## src/rfdc_timing_pkg.sv

```systemverilog
// board count, register map constants, status codes and control-port types
package rfdc_timing_pkg;

  // --------------------------------------------------------------------------
  // system size
  // --------------------------------------------------------------------------

  // daughterboards served by one timing block
  localparam int NUM_DBOARDS = 2;

  // --------------------------------------------------------------------------
  // basic widths
  // --------------------------------------------------------------------------

  // control-port word address
  typedef logic [19:0] ctrl_addr_t;
  // register data word
  typedef logic [31:0] ctrl_data_t;
  // response status code
  typedef logic [1:0]  ctrl_status_t;
  // radio time in clock ticks
  typedef logic [63:0] time_t;

  // --------------------------------------------------------------------------
  // register map
  // --------------------------------------------------------------------------

  // nco reset control
  localparam ctrl_addr_t NCO_RESET_REG     = 20'h00000;
  // adc and dac gearbox reset control
  localparam ctrl_addr_t GEARBOX_RESET_REG = 20'h00004;

  // nco reset register bits
  localparam int NCO_RESET_START = 0;  // write 1 to start
  localparam int NCO_RESET_DONE  = 1;  // read only

  // gearbox reset register bits, write-only strobes
  localparam int ADC_RESET = 0;
  localparam int DAC_RESET = 1;

  // response status values
  localparam ctrl_status_t STS_OKAY   = 2'd0;
  localparam ctrl_status_t STS_CMDERR = 2'd1;

  // --------------------------------------------------------------------------
  // control-port bundles
  // --------------------------------------------------------------------------

  // one-cycle request, wr and rd never high together
  typedef struct packed {
    logic       wr;
    logic       rd;
    ctrl_addr_t addr;
    ctrl_data_t data;
    logic       has_time;   // hold until timestamp
    time_t      timestamp;
  } ctrlport_req_t;

  // one-cycle response, ack qualifies status and data
  typedef struct packed {
    logic         ack;
    ctrl_status_t status;
    ctrl_data_t   data;
  } ctrlport_resp_t;

endpackage

```

## src/ctrlport_timer.sv

```systemverilog
// per-board command timer with one timed command slot and collision rejection
`timescale 1ns/1ps

module ctrlport_timer (
  input  logic                            clk,
  input  logic                            rst_n_i,
  input  rfdc_timing_pkg::time_t          time_i,
  input  rfdc_timing_pkg::ctrlport_req_t  req_i,
  output rfdc_timing_pkg::ctrlport_resp_t resp_o,
  output rfdc_timing_pkg::ctrlport_req_t  fwd_req_o,
  input  rfdc_timing_pkg::ctrlport_resp_t fwd_resp_i
);

  import rfdc_timing_pkg::*;

  // --------------------------------------------------------------------------
  // state and storage
  // --------------------------------------------------------------------------

  typedef enum logic {
    IDLE,
    WAIT
  } timer_state_e;

  timer_state_e  state_q;
  ctrlport_req_t held_req;    // request being forwarded or waiting
  logic          req_valid;
  logic          due;
  logic          fwd_wr_q;
  logic          fwd_rd_q;
  logic          rej_ack_q;   // error response strobe

  assign req_valid = req_i.wr | req_i.rd;

  // held command is due once radio time catches up
  assign due = (time_i >= held_req.timestamp);

  // payload capture, only while the slot is free
  always_ff @(posedge clk) begin
    if (state_q == IDLE && req_valid) begin
      held_req <= req_i;
    end
  end

  // --------------------------------------------------------------------------
  // control FSM
  // --------------------------------------------------------------------------

  always_ff @(posedge clk or negedge rst_n_i) begin
    if (!rst_n_i) begin
      state_q   <= IDLE;
      fwd_wr_q  <= 1'b0;
      fwd_rd_q  <= 1'b0;
      rej_ack_q <= 1'b0;
    end else begin
      // strobes last one cycle
      fwd_wr_q  <= 1'b0;
      fwd_rd_q  <= 1'b0;
      rej_ack_q <= 1'b0;
      case (state_q)
        IDLE: begin
          if (req_valid) begin
            if (req_i.has_time) begin
              // park it until its time comes
              state_q <= WAIT;
            end else begin
              fwd_wr_q <= req_i.wr;
              fwd_rd_q <= req_i.rd;
            end
          end
        end
        WAIT: begin
          // slot busy, anything new gets an error
          rej_ack_q <= req_valid;
          if (due) begin
            fwd_wr_q <= held_req.wr;
            fwd_rd_q <= held_req.rd;
            state_q  <= IDLE;
          end
        end
        default: state_q <= IDLE;
      endcase
    end
  end

  // --------------------------------------------------------------------------
  // outputs
  // --------------------------------------------------------------------------

  always_comb begin
    fwd_req_o    = held_req;
    fwd_req_o.wr = fwd_wr_q;
    fwd_req_o.rd = fwd_rd_q;
  end

  // rejection and forwarded ack never coincide
  always_comb begin
    resp_o.ack    = fwd_resp_i.ack | rej_ack_q;
    resp_o.status = rej_ack_q ? STS_CMDERR : fwd_resp_i.status;
    resp_o.data   = rej_ack_q ? '0 : fwd_resp_i.data;
  end

endmodule

```

## src/nco_reset_sequencer.sv

```systemverilog
// merge of per-board nco start strobes and nco done synchronizer
`timescale 1ns/1ps

module nco_reset_sequencer (
  input  logic                                   clk,
  input  logic                                   rst_n_i,
  input  logic [rfdc_timing_pkg::NUM_DBOARDS-1:0] nco_start_i,
  output logic                                   start_nco_reset_o,
  input  logic                                   nco_reset_done_i,
  output logic                                   nco_done_o
);

  import rfdc_timing_pkg::*;

  // --------------------------------------------------------------------------
  // start merge
  // --------------------------------------------------------------------------

  logic any_start;
  logic start_q;
  logic done_meta_q;   // first sync stage
  logic done_sync_q;   // second sync stage

  // simultaneous starts from several boards give one pulse
  always_comb begin
    any_start = 1'b0;
    for (int i = 0; i < NUM_DBOARDS; i++) begin
      any_start = any_start | nco_start_i[i];
    end
  end

  always_ff @(posedge clk or negedge rst_n_i) begin
    if (!rst_n_i) begin
      start_q <= 1'b0;
    end else begin
      start_q <= any_start;
    end
  end

  assign start_nco_reset_o = start_q;

  // --------------------------------------------------------------------------
  // done synchronizer
  // --------------------------------------------------------------------------

  // done is a level from the converter, async to clk
  always_ff @(posedge clk or negedge rst_n_i) begin
    if (!rst_n_i) begin
      done_meta_q <= 1'b0;
      done_sync_q <= 1'b0;
    end else begin
      done_meta_q <= nco_reset_done_i;
      done_sync_q <= done_meta_q;
    end
  end

  // shared by every register block
  assign nco_done_o = done_sync_q;

endmodule

```

## src/rfdc_timing_control.sv

```systemverilog
// top level with per-board timer and register block plus shared nco sequencer
`timescale 1ns/1ps

module rfdc_timing_control (
  input  logic                             clk,
  input  logic                             rst_n_i,
  input  rfdc_timing_pkg::time_t           time_i,
  input  rfdc_timing_pkg::ctrlport_req_t  [rfdc_timing_pkg::NUM_DBOARDS-1:0] ctrl_req_i,
  output rfdc_timing_pkg::ctrlport_resp_t [rfdc_timing_pkg::NUM_DBOARDS-1:0] ctrl_resp_o,
  output logic                             start_nco_reset_o,
  input  logic                             nco_reset_done_i,
  output logic [rfdc_timing_pkg::NUM_DBOARDS-1:0] adc_reset_pulse_o,
  output logic [rfdc_timing_pkg::NUM_DBOARDS-1:0] dac_reset_pulse_o
);

  import rfdc_timing_pkg::*;

  // --------------------------------------------------------------------------
  // internal wiring
  // --------------------------------------------------------------------------

  // timer to register block
  ctrlport_req_t  [NUM_DBOARDS-1:0] fwd_req;
  ctrlport_resp_t [NUM_DBOARDS-1:0] fwd_resp;
  // register blocks to sequencer
  logic           [NUM_DBOARDS-1:0] nco_start;
  logic                             nco_done;

  // --------------------------------------------------------------------------
  // per-board path
  // --------------------------------------------------------------------------

  for (genvar db = 0; db < NUM_DBOARDS; db++) begin : gen_db

    // timed command handling
    ctrlport_timer ctrlport_timer_inst (
      .clk        (clk),
      .rst_n_i    (rst_n_i),
      .time_i     (time_i),
      .req_i      (ctrl_req_i[db]),
      .resp_o     (ctrl_resp_o[db]),
      .fwd_req_o  (fwd_req[db]),
      .fwd_resp_i (fwd_resp[db])
    );

    // register decode and reset strobes
    rfdc_timing_regs rfdc_timing_regs_inst (
      .clk               (clk),
      .rst_n_i           (rst_n_i),
      .req_i             (fwd_req[db]),
      .resp_o            (fwd_resp[db]),
      .nco_done_i        (nco_done),
      .nco_start_o       (nco_start[db]),
      .adc_reset_pulse_o (adc_reset_pulse_o[db]),
      .dac_reset_pulse_o (dac_reset_pulse_o[db])
    );

  end

  // --------------------------------------------------------------------------
  // shared nco reset
  // --------------------------------------------------------------------------

  nco_reset_sequencer nco_reset_sequencer_inst (
    .clk               (clk),
    .rst_n_i           (rst_n_i),
    .nco_start_i       (nco_start),
    .start_nco_reset_o (start_nco_reset_o),
    .nco_reset_done_i  (nco_reset_done_i),
    .nco_done_o        (nco_done)
  );

endmodule

```

## src/rfdc_timing_regs.sv

```systemverilog
// per-board register block for nco reset and gearbox reset control
`timescale 1ns/1ps

module rfdc_timing_regs (
  input  logic                            clk,
  input  logic                            rst_n_i,
  input  rfdc_timing_pkg::ctrlport_req_t  req_i,
  output rfdc_timing_pkg::ctrlport_resp_t resp_o,
  input  logic                            nco_done_i,
  output logic                            nco_start_o,
  output logic                            adc_reset_pulse_o,
  output logic                            dac_reset_pulse_o
);

  import rfdc_timing_pkg::*;

  // --------------------------------------------------------------------------
  // address decode
  // --------------------------------------------------------------------------

  logic       hit_nco;
  logic       hit_gbx;
  logic       req_known;
  logic       ack_q;
  logic       nco_start_q;
  logic       adc_pulse_q;
  logic       dac_pulse_q;
  ctrl_data_t rd_data_q;

  assign hit_nco = (req_i.addr == NCO_RESET_REG);
  assign hit_gbx = (req_i.addr == GEARBOX_RESET_REG);

  // unknown offsets are silently dropped, no ack
  assign req_known = (req_i.wr | req_i.rd) & (hit_nco | hit_gbx);

  // --------------------------------------------------------------------------
  // ack and write strobes
  // --------------------------------------------------------------------------

  always_ff @(posedge clk or negedge rst_n_i) begin
    if (!rst_n_i) begin
      ack_q       <= 1'b0;
      nco_start_q <= 1'b0;
      adc_pulse_q <= 1'b0;
      dac_pulse_q <= 1'b0;
    end else begin
      ack_q <= req_known;
      // strobes land in the ack cycle
      nco_start_q <= req_i.wr & hit_nco & req_i.data[NCO_RESET_START];
      adc_pulse_q <= req_i.wr & hit_gbx & req_i.data[ADC_RESET];
      dac_pulse_q <= req_i.wr & hit_gbx & req_i.data[DAC_RESET];
    end
  end

  // --------------------------------------------------------------------------
  // read data
  // --------------------------------------------------------------------------

  // only the done flag is readable, gearbox bits read back as zero
  always_ff @(posedge clk) begin
    rd_data_q <= '0;
    if (req_i.rd && hit_nco) begin
      rd_data_q[NCO_RESET_DONE] <= nco_done_i;
    end
  end

  // --------------------------------------------------------------------------
  // outputs
  // --------------------------------------------------------------------------

  always_comb begin
    resp_o.ack    = ack_q;
    // every decoded access succeeds
    resp_o.status = STS_OKAY;
    resp_o.data   = rd_data_q;
  end

  // one-cycle pulses straight to the converter
  assign adc_reset_pulse_o = adc_pulse_q;
  assign dac_reset_pulse_o = dac_pulse_q;

  // nco start goes through the shared sequencer
  assign nco_start_o = nco_start_q;

endmodule

```

## config.mk

```make
export PLATFORM = sky130hd
export DESIGN_NAME = rfdc_timing_control
export DESIGN_NICKNAME = d
export VERILOG_FILES = /design/src/rfdc_timing_pkg.sv /design/src/ctrlport_timer.sv /design/src/nco_reset_sequencer.sv /design/src/rfdc_timing_control.sv /design/src/rfdc_timing_regs.sv
export SDC_FILE = /design/constraint.sdc
export NUM_CORES = 1
export LEC_CHECK = 0
export BUFFER_PORTS_ARGS = -buffer_cell sky130_fd_sc_hd__buf_2
export CELL_PAD_IN_SITES_DETAIL_PLACEMENT = 0
export CELL_PAD_IN_SITES_GLOBAL_PLACEMENT = 2
export CORE_UTILIZATION = 28
export DETAILED_ROUTE_END_ITERATION = 8
export GPL_TIMING_DRIVEN = 0
export PLACE_DENSITY_LB_ADDON = 0.3
export SLEW_MARGIN = 20
export SYNTH_ARGS = -nofsm -noshare
export SYNTH_HDL_FRONTEND = slang
export SYNTH_SLANG_ARGS = --single-unit
```

## constraint.sdc

```tcl
create_clock -name clk -period 4.6 [get_ports clk]
set_input_delay 1.38 -clock clk [delete_from_list [all_inputs] [get_ports clk]]
set_output_delay 1.38 -clock clk [all_outputs]
set_load 0.01 [all_outputs]
```

==> out/summary.md <==
- post-place setup slack: 0.843 ns
- flop and latch count out of synthesis: 197
- part of the Yosys area used for sequential elements: 58.6%
- area share of the largest cell type after synthesis: 53.4%
- cell count after synthesis: 775
- total grt overflow: 0
- area added between synthesis and finish: 29.8%
- Pre-antenna DRT Iters: 4
- unrepaired setup endpoints after global routing: no
- clock-pin slew of the registers on the worst-case setup and hold paths: 0.09 ns
- floorplan die area: 0.0361 mm²
- hold buffer count at CTS: 0
- Worst Path Required: 4.95 ns
- H-tree depth: 4
- number of antenna violations at the first check in global routing: 7
- all-layer global routing usage: 13.4%
- final worst slack: 1.46 ns
- proportion of layout cells with a drive suffix above 1: 33.9%
- Worst Tran Pin Value: 0.724 ns
- FP Rows: 68
- Remaining DRCs: 0
- vias in the first global route: 6382
- cell types occupying the most area after synthesis: sky130_fd_sc_hd__edfxtp_1, sky130_fd_sc_hd__ha_1, sky130_fd_sc_hd__buf_4
- highest ir drop seen on vdd: 0.000259 V
- number of buffers inserted to repair setup after CTS: 0
- mean routed wirelength per cell: 14.8 µm
- clock latency reported for the late side of the worst-skew pair: 0.45 ns
- cell type with the largest total area after synthesis: sky130_fd_sc_hd__edfxtp_1
- final instance area: 0.0129 mm²
- ys flop type: sky130_fd_sc_hd__edfxtp_1
- number of synthesized flops with an enable pin: 176
- most frequent cell after synthesis: sky130_fd_sc_hd__edfxtp_1
- category of the most critical setup path: in2reg
- chip width: 190 µm
- final net count: 1553
- category of the worst setup path launch point: input pin
- status: complete, no violations
- TritonCTS clock tree: yes
- Syn. warnings: 0
- GP Congestion: 0.740
- critical-path maximum fanout: 4
- DR iter-0 viols: 214
- pin count of the biggest net entering global routing: 29
- CTS max path bufs: 2
- CTS sink cnt: 197
- nature of the critical path endpoint: register
- share of the clock period used by the worst path: 68.2%
- Cell Area, Placed: 0.0122 mm²
- number of filler cells placed in the layout: 3502
- clk root buf: sky130_fd_sc_hd__clkbuf_16
- top achievable clock speed: 319 MHz
- # IOs: 380
- count of port buffers added during placement: 255
- worst path arrival time: 3.49 ns
- wire length of the first global-routing pass: 35.2 mm
- worst hold-check path type: reg2reg
- maximum capacitance violations: 0
- final period demand of the worst path: 3.14 ns
- number of distinct standard cells referenced by the synthesized netlist: 46
- synthesized area per cell: 12.8 µm²
- Max Slew Vio Count: 0
- Starting Density: 28.5%
- die span in y: 190 µm
- power per cell area: 442 mW/mm²
- tightest slew margin relative to the limit: 51.3%
- quantity of gates resized following cts: 0
- share of async-settable or async-resettable flops after synthesis: 9.64%
- routed vias: 6444
- number of clock buffers inserted by TritonCTS: 17
- hold violation total from the final report: 0
- Std-Cell Core Area: 0.0347 mm²
- cell area after technology mapping: 0.00990 mm²
- vias per cell: 4.05
- Post-DP HPWL: 19.8 mm
- worst clock skew on the final layout: 0.00869 ns
- Post-Route WL: 23.6 mm
- commonest cells in the netlist: sky130_fd_sc_hd__edfxtp_1, sky130_fd_sc_hd__inv_1, sky130_fd_sc_hd__ha_1
- Detail Route Antenna Nets: 0
- number of setup violations in the final report: 0
- leak pwr: 6.13 nW
==> final timing paths <==
kind                                                             start                                endpoint  slack, ns  depth (start not counted)
max reg2reg                gen_db[0].ctrlport_timer_inst.fwd_req_o[46]   gen_db[0].ctrlport_timer_inst.state_q       2.15                          8
min reg2reg                       nco_reset_sequencer_inst.done_meta_q     nco_reset_sequencer_inst.nco_done_o       0.36                          0
max in group asynchronous                                      rst_n_i  gen_db[0].ctrlport_timer_inst.fwd_wr_q       3.46                          1
min                               nco_reset_sequencer_inst.done_meta_q     nco_reset_sequencer_inst.nco_done_o       0.36                          0
max                                                         time_i[46]   gen_db[0].ctrlport_timer_inst.state_q       1.46                          8
min in group asynchronous                                      rst_n_i     nco_reset_sequencer_inst.nco_done_o       0.84                          1
==> routing by layer <==
metal	routed length (µm)	vias up	global-route usage (%)
met5	64	-	0
met4	323	10	4.03
met3	1590	29	4.54
met2	11700	188	22.8
met1	9980	2873	15.9
li1	-	3344	-
==> layout make-up <==
cell class | instances | area, µm² | area share, %
clock buffers | 18 | 450 | 3.50
repair buffers | 263 | 1470 | 11.5
diodes | 3 | 7.51 | 0.0584
multi-input cells | 441 | 3340 | 26.0
clock inverters | 14 | 198 | 1.54
plain buffers | 70 | 526 | 4.09
flip-flops and latches | 197 | 5800 | 45.1
inverters | 130 | 488 | 3.80
well taps | 455 | 569 | 4.43
==> flip-flops by register name, summed over array words and instances, names as in the netlist, 2 cells and up <==
signal / count
gen_db.ctrlport_timer_inst.held_req: 4
gen_db.ctrlport_timer_inst.fwd_rd_q: 2
gen_db.ctrlport_timer_inst.fwd_req_o: 172
gen_db.ctrlport_timer_inst.fwd_wr_q: 2
gen_db.rfdc_timing_regs_inst.ack_q: 2
gen_db.rfdc_timing_regs_inst.rd_data_q: 2
gen_db.rfdc_timing_regs_inst.adc_reset_pulse_o: 2
gen_db.rfdc_timing_regs_inst.nco_start_o: 2
gen_db.rfdc_timing_regs_inst.dac_reset_pulse_o: 2
gen_db.ctrlport_timer_inst.state_q: 2
gen_db.ctrlport_timer_inst.rej_ack_q: 2
==> placed cells by master, fill, tap and decap left out, types with 18 or more instances in the layout <==
cell / Yosys / final
sky130_fd_sc_hd__a21oi_1: 55 / 55
sky130_fd_sc_hd__conb_1: 1 / 64
sky130_fd_sc_hd__clkbuf_16: 0 / 18
sky130_fd_sc_hd__ha_1: 128 / 128
sky130_fd_sc_hd__inv_1: 130 / 130
sky130_fd_sc_hd__nor2_1: 21 / 19
sky130_fd_sc_hd__dfrtp_1: 19 / 19
sky130_fd_sc_hd__buf_4: 70 / 70
sky130_fd_sc_hd__buf_2: 0 / 255
sky130_fd_sc_hd__edfxtp_1: 176 / 176
sky130_fd_sc_hd__nand2_1: 37 / 37
==> critical path, stage by stage <==
cell and delay [ns]:
sky130_fd_sc_hd__buf_2 0.12, sky130_fd_sc_hd__ha_1 0.32, sky130_fd_sc_hd__nand4_1 0.11, sky130_fd_sc_hd__nor3_1 0.36, sky130_fd_sc_hd__nand4_1 0.26, sky130_fd_sc_hd__a311oi_1 0.59
sky130_fd_sc_hd__nor4_2 0.15, sky130_fd_sc_hd__a21o_1 0.18
==> through the flow <==
step                TNS [ns]  util (%)  std cells  power, W  hold slack (ns)
floorplan                  0         -        838   0.00354            0.331
CTS                        0      37.0       1588   0.00581            0.360
detailed placement         0      35.1       1556   0.00416            0.339
global route               0      37.0       1589   0.00609            0.379
global placement     -213.22      34.5       1548   0.00403            0.333
finish                     0      37.0       1591   0.00568            0.360
==> power breakdown <==
group | internal, W | switching, W
sequential | 0.00251 | 0.000133
combinational | 0.000612 | 0.000818
clock | 0.000797 | 0.000819
==> logic make-up (layout without fill, tap and decap cells) <==
logic type / count (synthesis) / in the layout / synth area share (%)
buf+inv: 200 / 495 / 10.2
flops: 197 / 197 / 58.6
simple gates: 145 / 145 / 8.63
fa+ha+maj: 128 / 128 / 16.2
compound gates: 104 / 104 / 6.36
other cells: 1 / 67 / 0.0379
Note: power is estimated with default switching activity, not from simulation.
